==> src/hw/bt_link_pkg.sv <==
// Bluetooth datastream link definitions
// Sizes, framed packet layout and the sender FSM states

`default_nettype none

package bt_link_pkg;

	// Channel and packet sizes
	localparam int NUM_CHANNELS = 4;
	localparam int CHAN_W = 2;
	localparam int PAYLOAD_BYTES = 6;
	localparam int PACKET_BYTES = PAYLOAD_BYTES + 2;
	localparam int BYTE_IDX_W = 3;

	// Buffering and line timing
	localparam int FIFO_DEPTH = 4;
	localparam int PACKET_GAP = 200;
	localparam int TIMER_W = 10;

	typedef logic [CHAN_W-1:0] chan_t;

	// First byte on the line is bits 47..40
	typedef logic [8*PAYLOAD_BYTES-1:0] payload_t;

	typedef struct packed {
		logic valid;
		chan_t chan;
		payload_t payload;
	} sample_t;

	// Channel number framed on both sides of the payload
	typedef struct packed {
		logic [7:0] head;
		payload_t payload;
		logic [7:0] tail;
	} packet_t;

	typedef enum logic [2:0] {S_IDLE, S_CLEARANCE, S_LOAD, S_SEND, S_GAP} sender_state_t;

endpackage

`default_nettype wire

==> src/hw/stream_fifo.sv <==
// Per-channel packet FIFO, first word fall through
// Pushes while full are dropped

`default_nettype none
`timescale 1ns/10ps

module stream_fifo (
	input wire logic clock,
	input wire logic reset,
	input wire logic push_i,
	input bt_link_pkg::packet_t packet_i,
	input wire logic pop_i,
	output bt_link_pkg::packet_t head_o,
	output logic empty_o,
	output logic full_o
);

	bt_link_pkg::packet_t mem [bt_link_pkg::FIFO_DEPTH];
	logic [$clog2(bt_link_pkg::FIFO_DEPTH)-1:0] wr_ptr, rd_ptr;
	logic [$clog2(bt_link_pkg::FIFO_DEPTH):0] count;
	logic push_ok, pop_ok;

	assign empty_o = (count == '0);
	assign full_o = (int'(count) == bt_link_pkg::FIFO_DEPTH);
	assign push_ok = push_i && !full_o;
	assign pop_ok = pop_i && !empty_o;
	assign head_o = mem[rd_ptr];

	always_ff @(posedge clock)
	begin
		if (push_ok)
			mem[wr_ptr] <= packet_i;
	end

	always_ff @(posedge clock or posedge reset)
	begin
		if (reset)
		begin
			wr_ptr <= '0;
			rd_ptr <= '0;
			count <= '0;
		end
		else
		begin
			if (push_ok)
				wr_ptr <= (int'(wr_ptr) == bt_link_pkg::FIFO_DEPTH - 1) ? '0 : wr_ptr + 1'b1;
			if (pop_ok)
				rd_ptr <= (int'(rd_ptr) == bt_link_pkg::FIFO_DEPTH - 1) ? '0 : rd_ptr + 1'b1;
			case ({push_ok, pop_ok})
				2'b10: count <= count + 1'b1;
				2'b01: count <= count - 1'b1;
				default: count <= count;
			endcase
		end
	end

	// Sender only pops the channel the arbiter found non-empty
	a_no_pop_empty: assert property (@(posedge clock) disable iff (reset) pop_i |-> !empty_o);
	a_count_bound: assert property (@(posedge clock) disable iff (reset)
		int'(count) <= bt_link_pkg::FIFO_DEPTH);

endmodule

`default_nettype wire

==> config.mk <==
export PLATFORM = sky130hd
export DESIGN_NAME = stream_fifo
export DESIGN_NICKNAME = d
export VERILOG_FILES = /design/src/hw/bt_link_pkg.sv /design/src/hw/stream_fifo.sv
export SDC_FILE = /design/constraint.sdc
export NUM_CORES = 1
export LEC_CHECK = 0
export BUFFER_PORTS_ARGS = -buffer_cell sky130_fd_sc_hd__buf_2
export CAP_MARGIN = 20
export CELL_PAD_IN_SITES_DETAIL_PLACEMENT = 0
export CELL_PAD_IN_SITES_GLOBAL_PLACEMENT = 1
export CORE_MARGIN = 2
export CORE_UTILIZATION = 45
export CTS_BUF_LIST = sky130_fd_sc_hd__clkbuf_8 sky130_fd_sc_hd__clkbuf_16
export DETAILED_ROUTE_END_ITERATION = 6
export HOLD_SLACK_MARGIN = 0.03
export PLACE_DENSITY_LB_ADDON = 0.2
export SYNTH_ARGS = -nofsm -noshare
export SYNTH_HDL_FRONTEND = slang
export SYNTH_SLANG_ARGS = --single-unit
==> constraint.sdc <==
create_clock -name clock -period 4 [get_ports clock]
set_input_delay 0.8 -clock clock [delete_from_list [all_inputs] [get_ports clock]]
set_output_delay 0.8 -clock clock [all_outputs]
set_load 0.03 [all_outputs]
==> results.md <==
- DR vias/cell: ~5.3
- H-tree depth: 1
- GRT overflow: 0
- Die ar.: 22700 um2
- Top cell type's share of synthesized area: about four fifths
- Die X-Extent: approximately 150 um
- Critical Path Start: rd_ptr[0]
- Final HPWL DP: 9650 um
- Final Skew: roughly 0.011 ns
- Area delta synth->final: 18.1%
- Syn Nets: 450
- RR Startpoint: count[2]
- Leakage Power: between 3 and 4 nW
- First-pass GRT wire length: ~26000 um
- Syn_area_per_cell: around 26 um2
- Pin count of the biggest net entering global routing: 67
- Seq/Total Area, Yosys: 81.2%
- Final period utilization: 80.4%
- Setup TNS: 0 ns
- Maximum fanout along the worst path: 26
- Clk sink count: 263
- DP Area: roughly 11000 um2
- Num CTS Buffers: 27
- Design Area, Final: 11400 um2
- GPL Wtd Cong: around 0.66
- Hold Vio Cnt, Final: 0
- CTS Root Cell: clkbuf_16
- Post-route minimum period: about 3.2 ns
- DRC: 0
- Gr usage total: 15.2%
- RSZ-0062 raised after global routing: false
- IO Pins: 134
- Netlist cell types: 21
- Outcome: finished, final reports clean
- Most frequent cell after synthesis: edfxtp_1
- Yosys reg bits: 263
- Initial DRC Count: 233
- Initial core utilization: 45.9%
- Sequential cell area: 7870 um2
- Final Util: roughly 54%
- Filler cells: 1648
- Synthesized instance count: between 300 and 400
- Post-CTS Resized: 0
- Worst-case clock buffer depth: 3
- Via count: 4339
- Fin nets: 600
- Clock slew at reported path FFs: 0.06 ns
- Number of max-cap violations: 0
- Area of the multi-input gates: 1700 um2
- CP arrival: 2.42 ns
- Worst-skew pair later-pin latency: ~0.52 ns
- Tightest Hold Check Type: in -> async
- Critical Path RT: 3.20 ns
- Syn. warnings: 0
- Final antenna-violating net count: 0
- Routed WL per cell: 21.0 um
- Final setup fails: 0
- CP endpoint kind: primary output
- Final wirelength: 17200 um
- CTS tree: built
- Worst Tran Pin Value: around 1.0 ns
- Final Slew Violations: 0
- Layout cells sized above 1: 45.4%
- Post-synth top flop: edfxtp_1
- Pwr per Cell Area: 800 nW/um2
- Standard-cell rows: 53
- Peak supply drop: around 0.00036 V
- Worst slew margin: 30.8%
- FFs w/ async S/R, synth: under 10%
- Critical Path Start Type: flop
- Critical path type: reg -> out
- Synth area leaders: edfxtp_1, mux4_2, dfrtp_1, ha_1, buf_6
- Post-synth top cells: edfxtp_1, mux4_2, inv_1
- IO Port Bufs: 133
- Post-synth EDFFs: 256
- Initial antenna violation count: 1
- Vert. Die Dim: 151 um
- Most area-hungry cell type in the Yosys netlist: edfxtp_1
- Post-CTS setup buffers: 0
- DR pass1 iterations: 6
- Vias in the first global route: 4688
- Hold_buf cts: 0
- Synthesized area: 9680 um2
- Max Freq: 311 MHz
- Core area: 21100 um2
## final timing paths
kind,to,depth (start not counted),slack [ns]
worst max register to register,mem[0][26],3,1.78
worst min-delay path,count[1],2,0.21
min in group clock,mem[3][24],1,0.49
max in group asynchronous,rd_ptr[1],2,3.55
worst max-delay path,head_o[51],3,0.78
worst min register to register,count[2],1,0.49
## through the flow
step	hold WS [ns]	total power, W	instances	worst slack [ns]
2_1_floorplan	0.454	0.00619	375	1.00
3_3_place_gp	0.479	0.00700	771	1.25
3_5_place_dp	0.479	0.00705	771	1.26
4_1_cts	0.204	0.00931	819	0.694
5_1_grt	0.221	0.00960	819	0.607
6_report	0.207	0.00916	820	0.784
## critical path, cell delays in order (launching register included)
cell and delay, ns:
dfrtp_4 0.76, buf_4 0.37, mux4_2 0.56, buf_2 0.20
## kinds of logic after synthesis
kind of cell / Yosys count / synth area share, %
flops: 263 / 81.2
mux: 69 / 15.5
buf+inv: 22 / 1.40
simple gates: 11 / 0.711
fa+ha+maj: 7 / 0.982
xor+xnor: 3 / 0.271
## per-layer routing
layer	track usage, %	wire [um]	vias to the layer above
li1	-	-	1904
met1	20.6	7290	2281
met3	3.36	1080	28
met2	25.7	8600	126
met4	3.46	260	0
met5	0	0	-
## area by class of cell
| type | instances | area share (%) |
|---|---|---|
| timing repair buffer | 135 | 6.06 |
| antenna | 1 | 0.0219 |
| clock buffer | 27 | 5.91 |
| inverter | 8 | 0.263 |
| sequential | 263 | 68.8 |
| tap | 275 | 3.01 |
| clock inverter | 21 | 1.09 |
| multi-input combinational | 90 | 14.8 |
## flip-flops by register name, summed over array words and instances, names as in the netlist
name	flops
count	3
mem	256
rd_ptr	2
wr_ptr	2
## placed cells by master (no fill, tap or decap), types with 2 or more instances in the layout
cell	netlist	routed
nor2_1	3	3
xor2_1	2	2
mux2_1	2	2
buf_2	6	133
ha_1	6	6
mux2_2	2	2
clkbuf_16	0	27
mux4_2	64	64
edfxtp_1	256	256
clkinv_2	0	8
dfrtp_4	0	2
clkinv_1	0	5
inv_1	8	13
and2_4	0	4
dfrtp_1	7	5
## report_power, final
group,leakage (nW),switching [W],internal [W]
logic,1.10,0.00179,0.00111
registers,2.43,0.000347,0.00365
clock network,0.421,0.000963,0.00128
No activity file was read; power rests on OpenSTA's default activity.
