--- config.mk ---
export PLATFORM = sky130hd
export DESIGN_NAME = uart_tx
export DESIGN_NICKNAME = d
export VERILOG_FILES = /design/src/hw/bt_link_pkg.sv /design/src/hw/uart_tx.sv
export SDC_FILE = /design/constraint.sdc
export NUM_CORES = 1
export LEC_CHECK = 0
export ABC_AREA = 0
export BUFFER_PORTS_ARGS = -buffer_cell sky130_fd_sc_hd__buf_2
export CAP_MARGIN = 10
export CORE_MARGIN = 2
export CORE_UTILIZATION = 45
export CTS_CLUSTER_SIZE = 40
export DETAILED_ROUTE_END_ITERATION = 10
export HOLD_SLACK_MARGIN = 0.05
export PLACE_DENSITY_LB_ADDON = 0.15
export SETUP_SLACK_MARGIN = 0.15
export SLEW_MARGIN = 20
export SYNTH_ARGS = -nofsm -noshare
export SYNTH_HDL_FRONTEND = slang
export SYNTH_SLANG_ARGS = --single-unit
--- constraint.sdc ---
create_clock -name clock -period 2.7 [get_ports clock]
set_input_delay 0 -clock clock [delete_from_list [all_inputs] [get_ports clock]]
set_output_delay 0 -clock clock [all_outputs]
set_load 0.1 [all_outputs]
--- src/hw/bt_link_pkg.sv ---
// Bluetooth datastream link definitions
// Sizes, framed packet layout and the sender FSM states

`default_nettype none

package bt_link_pkg;

	// Channel and packet sizes
	localparam int NUM_CHANNELS = 4;
	localparam int CHAN_W = 2;
	localparam int PAYLOAD_BYTES = 6;
	localparam int PACKET_BYTES = PAYLOAD_BYTES + 2;
	localparam int BYTE_IDX_W = 3;

	// Buffering and line timing
	localparam int FIFO_DEPTH = 4;
	localparam int PACKET_GAP = 200;
	localparam int TIMER_W = 10;

	typedef logic [CHAN_W-1:0] chan_t;

	// First byte on the line is bits 47..40
	typedef logic [8*PAYLOAD_BYTES-1:0] payload_t;

	typedef struct packed {
		logic valid;
		chan_t chan;
		payload_t payload;
	} sample_t;

	// Channel number framed on both sides of the payload
	typedef struct packed {
		logic [7:0] head;
		payload_t payload;
		logic [7:0] tail;
	} packet_t;

	typedef enum logic [2:0] {S_IDLE, S_CLEARANCE, S_LOAD, S_SEND, S_GAP} sender_state_t;

endpackage

`default_nettype wire

--- src/hw/uart_tx.sv ---
// UART transmitter, 8N1 with a run-time bit period
// One done pulse at the end of each stop bit

`default_nettype none
`timescale 1ns/10ps

module uart_tx (
	input wire logic clock,
	input wire logic reset,
	input wire logic start_i,
	input wire logic [7:0] data_i,
	input wire logic [bt_link_pkg::TIMER_W-1:0] cycles_per_bit_i,
	output logic txd_o,
	output logic done_o
);

	logic busy;
	logic [bt_link_pkg::TIMER_W-1:0] bit_timer;
	logic [3:0] bit_cnt;
	logic [8:0] shift;
	logic bit_end;

	assign bit_end = (bit_timer == cycles_per_bit_i - 1'b1);

	// Data LSB first with the stop bit behind it
	always_ff @(posedge clock)
	begin
		if (start_i && !busy)
			shift <= {1'b1, data_i};
		else if (busy && bit_end)
			shift <= {1'b1, shift[8:1]};
	end

	always_ff @(posedge clock or posedge reset)
	begin
		if (reset)
		begin
			busy <= 1'b0;
			bit_timer <= '0;
			bit_cnt <= '0;
			txd_o <= 1'b1;
			done_o <= 1'b0;
		end
		else
		begin
			done_o <= 1'b0;
			if (!busy)
			begin
				if (start_i)
				begin
					// Start bit goes out right away
					busy <= 1'b1;
					txd_o <= 1'b0;
					bit_timer <= '0;
					bit_cnt <= '0;
				end
			end
			else if (!bit_end)
				bit_timer <= bit_timer + 1'b1;
			else
			begin
				bit_timer <= '0;
				if (bit_cnt == 4'd9)
				begin
					busy <= 1'b0;
					done_o <= 1'b1;
				end
				else
				begin
					txd_o <= shift[0];
					bit_cnt <= bit_cnt + 1'b1;
				end
			end
		end
	end

	a_no_start_busy: assert property (@(posedge clock) disable iff (reset) start_i |-> !busy);

endmodule

`default_nettype wire

==> results.md <==
* Max Cap Viol at 0
* First-pass GRT wire length at 6310 um
* Relative slew slack at 0.511
* Top_reg_cell synth: dfrtp_1
* Comb power frac at 0.315
* Syn avg cell area at a little over 9 um^2
* Deepest clock path buffer count at 2
* Synth Warn # at 0
* CTS tree: built
* # diodes at 0
* P_leak at 0.797 nW
* Core area at 3660 um^2
* Area leader, netlist: dfrtp_1
* Internal at 0.000720 W
* FF+latch count, synth at 25
* Net count reported at finish at about 240
* Largest net degree at the start of global routing at 26
* Routability cong. at approximately 0.84
* Post-CTS sizing at 0
* CTS clk-pin slew, worst paths at about 90 ps
* Die extent in y at approximately 66 um
* DR vias at about 1,500
* Hold-fix buffers, CTS at 10
* Initial DRC count at 54
* Clock tree sinks at 25
* Commonest cells in the netlist: nand2_1 (26), nor2_1 (17), dfrtp_1 (16), xnor2_1 (9), edfxtp_1 (8)
* Final setup margin at slightly below 600 ps
* DR vias/cell at between 5 and 6
* Fin. max-slew vios at 0
* CTS Root Cell: clkbuf_8
* Async S/R FF share, synth at 0.680
* Top-area cell type share of the netlist area at 0.235
* Period Utilization, post-route at 0.783
* Cell with the most instances after synthesis: nand2_1
* Die ar. at between 4000 and 5000 um^2
* Clock Latency Late Sink at approximately 270 ps
* Dpl cells at 247
* Number of flops mapped to enable cells by yosys at 8
* PwrDens at between 500 and 600 nW/um^2
* Non-filler instance count after layout at between 200 and 300
* Layout Skew at 4.01 ps
* Sequential fraction of the synthesis area at 0.392
* Clk pwr share at 0.199
* Library cells used by synthesis at 49
* DP Worst Slack at approximately 570 ps
* Vias in the first global route at between 1,000 and 1,500
* Final Setup Violations at 0
* DRT antenna net count at 0
* Critical Path AT at a little over 2000 ps
* DP Wirelength at ~2700 um
* Synth top area cells: dfrtp_1 (24%), edfxtp_1 (14%), nand2_1 (5.7%), mux2_2 (4.6%), xnor2_1 (4.6%)
* All-Layer GR Usage at 0.191
* Setup TNS at 0 ps
* Sw frac at 0.362
* # DRC at 0
* Site Rows at 22
* Post-synth net total at 210
* Cell Area, Synth at roughly 1700 um^2
* Register Area at 667 um^2
* Initial antenna violation count at 0
* Initial Util at 0.465
* Htree depth at 1
* WP data required at between 2000 and 3000 ps
* Critical path class: reg2reg
* Reg power frac at 0.486
* Status: complete, no violations
* TritonCTS Buffers at 3
* Area of the multi-input gates at between 900 and 1000 um^2
* Die W at around 66 um
* WL per Instance at around 14 um
* IO Pins at 23
* RSZ-0062 raised after global routing: no
* Net Sw Power at approximately 0.00041 W
* GRT overflow at 0
* Fmax at about 470 MHz
* Maximum vdd drop at 373 uV
* CP Launch Type: flop
* Worst Hold Class: in2async
* Area growth, synth to finish at 16.2%
* Worst-Margin Slew at about 730 ps
* Post-Synthesis Cells at around 190
* Post-layout instance area at a little under 2000 um^2
* Layout fillers at between 300 and 400
* Final Hold Viols at 0
* CP Capture Type: flop
* Post-CTS setup buffer count at 0
* Area after DPL at between 1500 and 2000 um^2
* Worst-path fanout max at 10
* Port-buffer cells at 22
* Final WL at ~3600 um
* Number of iterations in the first detailed-routing pass at 4
* Fin crit period at about 2100 ps
* Share of cells above drive strength 1 at 0.202
[metrics by stage]
step / power, W / hold slack [ps] / util
3_3_place_gp: 0.000888 / 121 / 0.501
3_5_place_dp: 0.000903 / 130 / 0.501
4_1_cts: 0.00114 / 379 / 0.541
2_1_floorplan: 0.000814 / -74.7 / -
6_report: 0.00113 / 374 / 0.541
5_1_grt: 0.00121 / 445 / 0.541
[state kept, by name (all words and copies together) (netlist names)]
register and cells:
bit_cnt 4, bit_timer 10, busy 1, done_o 1, shift 8, txd_o 1
[logic make-up (layout without fill, tap and decap cells)]
logic type / after synthesis / after routing / share of synthesized area
compound gates: 31 / 31 / 0.145
flops: 25 / 25 / 0.392
mux: 8 / 8 / 0.0522
fa+ha+maj: 4 / 4 / 0.0294
simple gates: 89 / 89 / 0.274
buf+inv: 16 / 44 / 0.0456
xor+xnor: 12 / 12 / 0.0617
[power by group through the flow]
stage / combinational, W / sequential (W) / clock (W)
after global placement: 0.000335 / 0.000553 / 0
after global routing: 0.000401 / 0.000565 / 0.000246
after CTS: 0.000357 / 0.000549 / 0.000231
final: 0.000355 / 0.000549 / 0.000225
after detailed placement: 0.000345 / 0.000557 / 0
after floorplan: 0.000271 / 0.000543 / 0
[metal layers]
| metal | up-vias | part of all wire | track usage |
|---|---|---|---|
| li1 | 732 | - | - |
| met4 | 0 | 0.025 | 0.0859 |
| met1 | 687 | 0.47 | 0.255 |
| met3 | 9 | 0.027 | 0.0240 |
| met5 | - | 0 | 0 |
| met2 | 27 | 0.48 | 0.311 |
[worst paths after layout]
kind | to | slack, ps | cells after the start | startpoint
max reg2reg | shift[5] | 590 | 6 | bit_timer[6]
max | shift[5] | 590 | 6 | bit_timer[6]
min in group clock | done_o | 390 | 6 | cycles_per_bit_i[7]
min | bit_cnt[0] | 370 | 3 | reset
min reg2reg | shift[6] | 560 | 1 | shift[7]
max in group asynchronous | bit_timer[0] | 1900 | 3 | reset
[worst max-delay path, cell delays in order, from the launching register on]
cell	delay (ps)
dfrtp_1	480
or2_2	320
a221oi_1	260
nor2_1	90
and2_1	160
nor2_1	150
a21o_1	330
[placed cells by master, fill, tap and decap left out, types with 2 or more instances in the layout]
master	n
buf_2	22
ha_1	4
o211ai_1	4
nand2b_1	2
clkbuf_8	3
or2_2	2
nor4_1	2
buf_4	2
dfrtp_1	16
xnor2_1	9
o221ai_1	7
or4_1	2
xor2_1	3
nand4b_1	3
dlygate4sd3_1	10
nand4_1	3
edfxtp_1	8
o21ai_0	6
nor3_1	6
nor2b_1	5
mux2_2	7
and2_1	5
inv_1	6
nand2_1	26
nor2_1	17
nand3b_1	3
nand3_1	6
[cell type report]
cell class / instances / area share
clock inverter: 1 / 0.00253
multi-input combinational: 144 / 0.484
inverter: 6 / 0.0114
timing repair buffer: 34 / 0.114
sequential: 25 / 0.337
tap: 48 / 0.0303
clock buffer: 3 / 0.0209
(Power assumes the default switching activity.)
