<file path="config.mk">
export PLATFORM = sky130hd
export DESIGN_NAME = packet_sender
export DESIGN_NICKNAME = d
export VERILOG_FILES = /design/src/hw/bt_link_pkg.sv /design/src/hw/packet_sender.sv
export SDC_FILE = /design/constraint.sdc
export NUM_CORES = 1
export LEC_CHECK = 0
export ABC_AREA = 1
export BUFFER_PORTS_ARGS = -buffer_cell sky130_fd_sc_hd__buf_2
export CAP_MARGIN = 25
export CORE_ASPECT_RATIO = 0.5
export CORE_UTILIZATION = 40
export CTS_CLUSTER_SIZE = 12
export DETAILED_ROUTE_END_ITERATION = 12
export GPL_TIMING_DRIVEN = 0
export PLACE_DENSITY = 0.72
export SYNTH_ARGS = -nofsm -noshare
export SYNTH_HDL_FRONTEND = slang
export SYNTH_SLANG_ARGS = --single-unit
</file>
<file path="constraint.sdc">
create_clock -name clock -period 3.3 [get_ports clock]
set_input_delay 0.165 -clock clock [delete_from_list [all_inputs] [get_ports clock]]
set_output_delay 0.165 -clock clock [all_outputs]
set_load 0.01 [all_outputs]
</file>
<file path="src/hw/bt_link_pkg.sv">
// Bluetooth datastream link definitions
// Sizes, framed packet layout and the sender FSM states

`default_nettype none

package bt_link_pkg;

	// Channel and packet sizes
	localparam int NUM_CHANNELS = 4;
	localparam int CHAN_W = 2;
	localparam int PAYLOAD_BYTES = 6;
	localparam int PACKET_BYTES = PAYLOAD_BYTES + 2;
	localparam int BYTE_IDX_W = 3;

	// Buffering and line timing
	localparam int FIFO_DEPTH = 4;
	localparam int PACKET_GAP = 200;
	localparam int TIMER_W = 10;

	typedef logic [CHAN_W-1:0] chan_t;

	// First byte on the line is bits 47..40
	typedef logic [8*PAYLOAD_BYTES-1:0] payload_t;

	typedef struct packed {
		logic valid;
		chan_t chan;
		payload_t payload;
	} sample_t;

	// Channel number framed on both sides of the payload
	typedef struct packed {
		logic [7:0] head;
		payload_t payload;
		logic [7:0] tail;
	} packet_t;

	typedef enum logic [2:0] {S_IDLE, S_CLEARANCE, S_LOAD, S_SEND, S_GAP} sender_state_t;

endpackage

`default_nettype wire

</file>
<file path="src/hw/packet_sender.sv">
// Packet sender FSM
// Pulls one framed packet at a time and feeds it to the UART byte by byte,
// with a byte gap inside a packet and a longer gap after it

`default_nettype none
`timescale 1ns/10ps

module packet_sender (
	input wire logic clock,
	input wire logic reset,
	input wire logic enable_i,
	input wire logic any_data_i,
	input wire logic grant_valid_i,
	input bt_link_pkg::packet_t packet_i,
	input wire logic [bt_link_pkg::TIMER_W-1:0] byte_gap_i,
	input wire logic tx_done_i,
	output logic request_o,
	output logic pop_o,
	output logic tx_start_o,
	output logic [7:0] tx_byte_o,
	output logic busy_o
);

	bt_link_pkg::sender_state_t state, state_next;
	bt_link_pkg::packet_t packet_q;
	logic [bt_link_pkg::BYTE_IDX_W-1:0] byte_idx;
	logic [bt_link_pkg::TIMER_W-1:0] gap_cnt;
	logic byte_started;
	logic last_byte;
	logic gap_done;
	logic want_packet;
	int gap_limit;

	assign last_byte = (int'(byte_idx) == bt_link_pkg::PACKET_BYTES - 1);
	assign gap_limit = last_byte ? bt_link_pkg::PACKET_GAP : int'(byte_gap_i);
	assign gap_done = (int'(gap_cnt) >= gap_limit);
	assign want_packet = enable_i && any_data_i;

	assign request_o = (state == bt_link_pkg::S_CLEARANCE);
	assign pop_o = (state == bt_link_pkg::S_LOAD) && grant_valid_i;
	assign tx_start_o = (state == bt_link_pkg::S_SEND) && !byte_started;
	assign busy_o = (state != bt_link_pkg::S_IDLE);

	// Head byte sits in the top bits
	assign tx_byte_o = packet_q[8 * (bt_link_pkg::PACKET_BYTES - 1 - int'(byte_idx)) +: 8];

	always_comb
	begin
		state_next = state;
		case (state)
			bt_link_pkg::S_IDLE:
				if (want_packet)
					state_next = bt_link_pkg::S_CLEARANCE;
			bt_link_pkg::S_CLEARANCE:
				state_next = bt_link_pkg::S_LOAD;
			bt_link_pkg::S_LOAD:
				state_next = grant_valid_i ? bt_link_pkg::S_SEND : bt_link_pkg::S_IDLE;
			bt_link_pkg::S_SEND:
				if (tx_done_i)
					state_next = bt_link_pkg::S_GAP;
			bt_link_pkg::S_GAP:
			begin
				if (gap_done)
				begin
					if (!last_byte)
						state_next = bt_link_pkg::S_SEND;
					else if (want_packet)
						state_next = bt_link_pkg::S_CLEARANCE;
					else
						state_next = bt_link_pkg::S_IDLE;
				end
			end
			default:
				state_next = bt_link_pkg::S_IDLE;
		endcase
	end

	always_ff @(posedge clock)
	begin
		if (pop_o)
			packet_q <= packet_i;
	end

	always_ff @(posedge clock or posedge reset)
	begin
		if (reset)
		begin
			state <= bt_link_pkg::S_IDLE;
			byte_idx <= '0;
			gap_cnt <= '0;
			byte_started <= 1'b0;
		end
		else
		begin
			state <= state_next;
			if (pop_o)
				byte_idx <= '0;
			else if (state == bt_link_pkg::S_GAP && gap_done && !last_byte)
				byte_idx <= byte_idx + 1'b1;
			// Gap counter runs only while resting between bytes
			if (state == bt_link_pkg::S_GAP)
				gap_cnt <= gap_cnt + 1'b1;
			else
				gap_cnt <= '0;
			if (tx_start_o)
				byte_started <= 1'b1;
			else if (tx_done_i)
				byte_started <= 1'b0;
		end
	end

	a_start_in_send: assert property (@(posedge clock) disable iff (reset)
		tx_start_o |-> (state == bt_link_pkg::S_SEND) && !$past(tx_start_o));

endmodule

`default_nettype wire

</file>
==> results of run 1 <==
final cells by class:
class,instances,area (um2),share of cell area (%)
timing repair buffer,149,1050,20.6
tap,117,146,2.88
inverter,25,93.8,1.84
multi-input combinational,222,1100,21.6
buffer,11,61.3,1.20
sequential,81,2350,46.1
clock inverter,6,66.3,1.30
clock buffer,10,229,4.50
cells by family (layout without fill, tap and decap cells):
logic type | Yosys count | count (layout) | share of synthesized area [%]
buf+inv | 36 | 201 | 4.31
simple gates | 144 | 144 | 16.3
compound gates | 64 | 64 | 9.42
flops | 81 | 81 | 65.2
mux | 1 | 1 | 0.278
fa+ha+maj | 13 | 13 | 4.52
routing by layer:
layer	GRT usage, %	wire, um	vias to the layer above	share of wire (%)
met1	22.3	3680	1400	43
met5	0	0	-	0
li1	-	-	1494	-
met2	31.4	4190	77	50
met3	5.89	358	22	4.2
met4	9.26	233	0	2.8
cells in the mapped netlist:
| cell type | count |
|---|---|
| a21o_1 | 1 |
| a21oi_1 | 16 |
| a31oi_1 | 8 |
| buf_2 | 7 |
| buf_4 | 3 |
| clkbuf_1 | 1 |
| dfrtp_1 | 17 |
| edfxtp_1 | 64 |
| ha_1 | 13 |
| inv_1 | 16 |
| inv_2 | 9 |
| mux2i_1 | 1 |
| nand2_1 | 59 |
| nand2_2 | 2 |
| nand3_1 | 12 |
| nand4_1 | 4 |
| nor2_1 | 60 |
| nor2_2 | 3 |
| nor3_1 | 3 |
| o211ai_1 | 1 |
| o21ai_0 | 33 |
| o21ai_1 | 4 |
| o221ai_1 | 1 |
| or2_4 | 1 |
through the flow:
step	setup WS (ps)	utilization, %	hold WS, ps	cell area, um2	power [uW]
after floorplan	857	-	91.1	3600	1540
after global placement	215	48.3	303	4200	1670
after detailed placement	972	48.5	308	4220	1680
after CTS	937	58.2	0.749	5070	2720
after global routing	796	58.4	1.93	5090	2810
final	987	58.4	7.19	5090	2700
report_power, final:
group / switching [uW] / internal [uW]
Sequential: 44.9 / 1250
Clock: 392 / 587
Combinational: 245 / 184
flip-flops by register name (all words and copies together) (netlist names):
register	count
byte_idx	3
byte_started	1
gap_cnt	10
packet_q	64
state	3
worst min-delay path by stage:
stage          cells after the start  slack (ps)            to    startpoint
2_1_floorplan                      1          90   byte_idx[0]         reset
3_5_place_dp                       2         310   byte_idx[1]         reset
4_1_cts                            1         0.7  packet_q[15]  packet_i[15]
5_1_grt                            1           2  packet_q[22]  packet_i[22]
3_3_place_gp                       2         300   byte_idx[1]         reset
6_report                           1           7  packet_q[22]  packet_i[22]
==> metrics.md, run 1 <==
| Metric | Value |
|---|---|
| Slew headroom | between 50% and 60% |
| DR DRC count | 0 |
| Max_cap viols | 0 |
| Reg-to-reg slack, setup | 990 ps |
| Vias in the first global route | ~2900 |
| Synthesized cell area | 3600 um2 |
| Max VDD drop | about 0.35 mV |
| Crit path top cell by count | nand2_1 |
| CP endpoint | byte_idx[2] |
| Worst Path Max Fanout | 7 |
| Sequential element share of the synthesized area | 65.2% |
| Total Die Area | 9410 um2 |
| Row count | 24 |
| Fin. Hold Viols | 0 |
| Slew @ Worst Pin | roughly 660 ps |
| Worst setup SP type | flop |
| Final Max Tran Viols | 0 |
| Clock sinks | roughly 80 |
| Routed Antenna Nets | 0 |
| Max Buffers Root-to-Sink | 2 |
| Clock latency on the worst-skew pair | approximately 340 ps |
| Post-synthesis register bit count | 81 |
| IO buf count | 91 |
| CTS clk-pin slew, worst paths | ~60 ps |
| Global route total overflow | 0 |
| Peak Freq | about 430 MHz |
| DRT iter0 DRCs | 157 |
| Most common cell after layout, fill and taps aside | buf_2 |
| Ranking of synthesized cells by area | edfxtp_1, dfrtp_1, nor2_1 |
| Area Overhead vs Synth | 41.3% |
| RSZ-0062 raised after global routing | no |
| Initial DRT Pass Iterations | 4 |
| Final setup viols | 0 |
| Status | finished clean |
| Die Span Y | a little under 70 um |
| Initial antenna violation count | 0 |
| Cell depth of the worst setup path | 12 |
| Leakage | 0.00220 uW |
| Root Buffer | clkbuf_16 |
| Starting Density | approximately two fifths |
| Yosys cell types | 24 |
| TritonCTS Buffers | 9 |
| Gr usage total | approximately a fifth |
| Final TNS setup | 0 ps |
| Crit path launch | byte_idx[0] |
| Minimum clock period | about 2300 ps |
| Ports | approximately 90 |
| Synth top area share | a little over half |
| Hold WC Path Type | in2reg |
| Placed Cells | between 500 and 600 |
| Synth area leader | edfxtp_1 |
| PostCTS Resize Cnt | 0 |
| Clk_skew | between 6 and 7 ps |
| Largest net degree at the start of global routing | 45 |
| Worst setup EP type | flop |
| CP required | about 3500 ps |
| R2r startpoint | byte_idx[0] |
| R2R depth | 12 |
| # fillers | ~760 |
| First-pass GRT wire length | around 13000 um |
| Yosys synthesis warning count | 0 |
| WL per Instance | ~14 um |
| H-tree depth | 3 |
| Vias per inst | ~4.8 |
| CP Cell Sequence | ha_1 -> ha_1 -> inv_2 -> nand2_1 -> ha_1 -> nand2_1 -> nor2_1 -> nand3_1 -> nand3_1 -> nand2_1 -> nand3_1 -> nand2_1 |
| Syn_nets | roughly 430 |
| Number of setup buffers added after CTS | 0 |
| Cells after synthesis | between 300 and 400 |
| Detailed Route WL | 8470 um |
| GP Congestion | between 0.7 and 0.8 |
| Post-cts hold buffer count | 55 |
| Reg2reg end | byte_idx[2] |
| Total number of vias | 2993 |
| Diodes inserted | 0 |
| Final period utilization | between 70% and 80% |
| CORE AREA | roughly 8700 um2 |
| CP bufs+invs | 1 |
| Slowest stage cell, crit path | dfrtp_1 |
| DIE WIDTH | around 140 um |
| CP delay by family, top | simple AND/OR/NAND/NOR gates |
| Final net count | about 590 |
| Mean Syn Cell Area | about 11 um2 |
| Detailed-placement wirelength estimate | approximately 5600 um |
| Slowest stage delay, CP | about 390 ps |
| CP arrival | around 2500 ps |
| CP Class | reg2reg |
| CTS tree | yes |
| Non-Filler Instances | between 600 and 700 |
| Layout cells sized above 1 | a little over a quarter |
| Commonest non-fill, non-tap cells in the layout | buf_2, edfxtp_1, nor2_1 |
| P per Cell Area | between 500 and 600 nW/um2 |
Power figures use the tool's default switching activity.
==> run 2: changes to the inputs <==
- ABC_AREA: 1 -> 0
- PLACE_DENSITY: 0.72 -> 0.75
- clock period: 3.3 -> 2.05 ns (I/O delays scaled with it)
==> metrics.md, run 2 <==
| Metric | Value |
|---|---|
| Internal | 3450 uW (+71%) |
| Minimum clock period | 2350 ps (+37.1 ps) |
| Worst setup EP type | flop |
| Leakage | 0.00217 uW (-1.4%) |
| Initial DRT Pass Iterations | 4 (unchanged) |
| H-tree depth | 3 (unchanged) |
| Slew headroom | 40.1% (-16 points) |
| CTS clk-pin slew, worst paths | 50 ps (about the same) |
| Total number of vias | 2503 (-16%) |
| Starting Density | 42.9% (+1.5 points) |
| Clk_skew | 7.47 ps (+0.561 ps) |
| Diodes inserted | 0 (unchanged) |
| Most common cell after layout, fill and taps aside | buf_2 |
| Synth area leader | edfxtp_1 |
| Routed Antenna Nets | 0 (unchanged) |
| Max FFs per register | 64 (unchanged) |
| Hold WC Path Type | in2reg |
| TritonCTS Buffers | 9 (unchanged) |
| CP arrival | 2600 ps (+60 ps) |
| Global route total overflow | 0 (unchanged) |
| Area Overhead vs Synth | 55.8% |
| First-pass GRT wire length | 13100 um (-1.1%) |
| Detailed Route WL | 8590 um (+1.4%) |
| Yosys synthesis warning count | 0 (unchanged) |
| Switch share | 24.3% (-0.96 points) |
| Post-synthesis register bit count | 81 (unchanged) |
| Largest regs | packet_q (64), gap_cnt (10) |
| RSZ-0062 raised after global routing | yes |
| CTS tree | yes |
| Final Max Tran Viols | 0 (unchanged) |
| Final TNS setup | -1880 ps (-1880 ps) |
| Final setup viols | 10 (+10) |
| CORE AREA | 8290 um2 (-4.8%) |
| Worst setup SP type | flop |
| GP Congestion | 0.788 (-0.79%) |
| CP Class | reg2reg |
| Fin. Hold Viols | 0 (unchanged) |
| Comb power frac | 18.6% (+2.7 points) |
| DRT iter0 DRCs | 109 (-31%) |
| Status | finished, violations left |
| Total Die Area | 9290 um2 (-1.3%) |
| Die Span Y | 68.7 um (-0.62%) |
| Initial antenna violation count | 0 (unchanged) |
| Gr usage total | 19.8% (+0.83 points) |
| Slew @ Worst Pin | 899 ps (+243 ps) |
| Pre-CTS setup slack | -393 ps (-1360 ps) |
| Ports | 92 (unchanged) |
| Ys async rst share | 21.0% (unchanged) |
| Peak Freq | 426 MHz (-1.6%) |
| Cells after synthesis | 210 (-38%) |
| Final period utilization | 115% (+45 points) |
| Sw power | 1110 uW (+62%) |
| Most used DFF post-synth | edfxtp_1 |
| Top cells by count, synth | edfxtp_1, dfrtp_1, nor2_1, mux4_2, ha_1 |
| Largest net degree at the start of global routing | 36 (-20%) |
| WL per Instance | 16.8 um (+24%) |
| IO buf count | 91 (unchanged) |
| Detailed-placement wirelength estimate | 5040 um (-10%) |
| Clock sinks | 81 (unchanged) |
| P per Cell Area | 823 nW/um2 (+55%) |
| # fillers | 579 (-24%) |
| Post-synth EDFFs | 64 (unchanged) |
| Syn_nets | 303 (-30%) |
| Share of power burned in registers | 47.6% (-0.2 points) |
| Final cell utilization of the core | 66.8% (+8.4 points) |
| Max_cap viols | 0 (unchanged) |
| DR DRC count | 0 (unchanged) |
| Final net count | 486 (-18%) |
| Yosys cell types | 39 (+63%) |
| Most frequent cell after synthesis | edfxtp_1 |
| Failing checks | setup timing |
| DIE WIDTH | 135 um (-0.64%) |
| Most flops, register | packet_q |
| CP required | 2300 ps (-1230 ps) |
| Root Buffer | clkbuf_16 |
| Commonest non-fill, non-tap cells in the layout | buf_2, dlygate4sd3_1, edfxtp_1 |
| Ranking of synthesized cells by area | edfxtp_1, dfrtp_1, mux4_2 |
| Clk pwr share | 33.7% (-2.6 points) |
| Synth top area share | 54.1% (+0.70 points) |
| Final worst slack | -300 ps (-1290 ps) |
| Mean Syn Cell Area | 16.9 um2 (+59%) |
| Layout cells sized above 1 | 43.2% (+17 points) |
| Sequential element share of the synthesized area | 66.0% (+0.85 points) |
| Row count | 23 (-4.2%) |
| Clock latency on the worst-skew pair | 340 ps (about the same) |
| Synthesized cell area | 3550 um2 (-1.3%) |
| Worst Path Max Fanout | 7 (unchanged) |
| Vias in the first global route | 2653 (-7.5%) |
| Vias per inst | 4.91 (+1.8%) |
| Max Buffers Root-to-Sink | 2 (unchanged) |
| Max VDD drop | 0.590 mV (+71%) |
==> run 2: cell types whose count changed after synthesis, moves of 4 or more <==
cell	previous run	this run
inv_2	9	0
mux2_4	0	8
inv_1	16	9
buf_2	7	3
mux4_2	0	14
o21ai_1	4	0
nand3_1	12	7
nand2b_1	0	7
xnor2_1	0	4
nand2_1	59	7
nor2_1	60	17
o21ai_0	33	2
a31oi_1	8	1
a21oi_1	16	3
==> run 2: worst max-delay path, cell delays in order (launching register included) <==
cell      delay [ps]
dfrtp_1          380
ha_2             210
ha_4             200
nand2b_4         160
ha_4             260
a21oi_2          160
a211oi_1          90
or3_4            380
o21ai_4          210
mux2i_1          220
==> run 2: final cells by class <==
type                       instances  area [um2]  area share, %
multi-input combinational        113        1310           23.6
clock inverter                     6        58.8           1.06
buffer                             6        63.8           1.15
clock buffer                      10         229           4.13
sequential                        81        2350           42.4
inverter                           9        37.5          0.678
timing repair buffer             172        1350           24.3
timing repair inverter             1        7.51          0.136
tap                              112         140           2.53
==> run 2: power by group through the flow <==
stage          logic [uW]  clock network, uW  registers [uW]
2_1_floorplan         395                  0            2170
3_3_place_gp          576                  0            2190
3_5_place_dp          632                  0            2200
4_1_cts               786               1570            2170
5_1_grt               922               1630            2190
6_report              849               1540            2170
==> run 2: per-layer routing <==
metal	wire length, um	global-route usage, %	vias to the layer above
li1	-	-	1178
met1	3410	21.1	1240
met2	4660	37.9	68
met3	341	5.85	17
met4	186	7.87	0
met5	0	0	-
==> run 2: cell families after synthesis <==
group | after synthesis | share of synthesized area, %
AO/OA/AOI/OAI | 15 | 3.06
XOR/XNOR | 7 | 1.72
adder cells (fa/ha/maj) | 13 | 4.58
buffers and inverters | 16 | 2.46
flip-flops | 81 | 66.0
multiplexers | 28 | 14.9
AND/OR/NAND/NOR | 50 | 7.29
==> run 2: worst paths after layout <==
kind	from	to	slack, ps	cells after the start
worst max register to register	byte_idx[0]	byte_idx[1]	-300	9
worst min register to register	byte_started	byte_started	470	1
worst max-delay path	byte_idx[0]	byte_idx[1]	-300	9
min in group asynchronous	reset	byte_idx[2]	430	3
max in group asynchronous	reset	gap_cnt[1]	1190	3
worst min-delay path	any_data_i	state[0]	230	4
==> run 2: per-stage QoR <==
step,total power (uW),cell area (um2),hold slack (ps),instances
after floorplan,2570,3630,28.6,210
after global placement,2760,4230,204,413
after detailed placement,2830,4250,217,414
after CTS,4530,5440,216,505
after global routing,4740,5540,261,510
final,4560,5540,229,510
==> run 2: timing repair <==
action                     in CTS  in global routing
setup endpoints to repair      50                 31
pin swaps                       7                  2
cloned                          2                  0
buffers inserted                8                  5
hold endpoints to repair       82                  0
resized for setup              31                  7
hold buffers                   66                  0
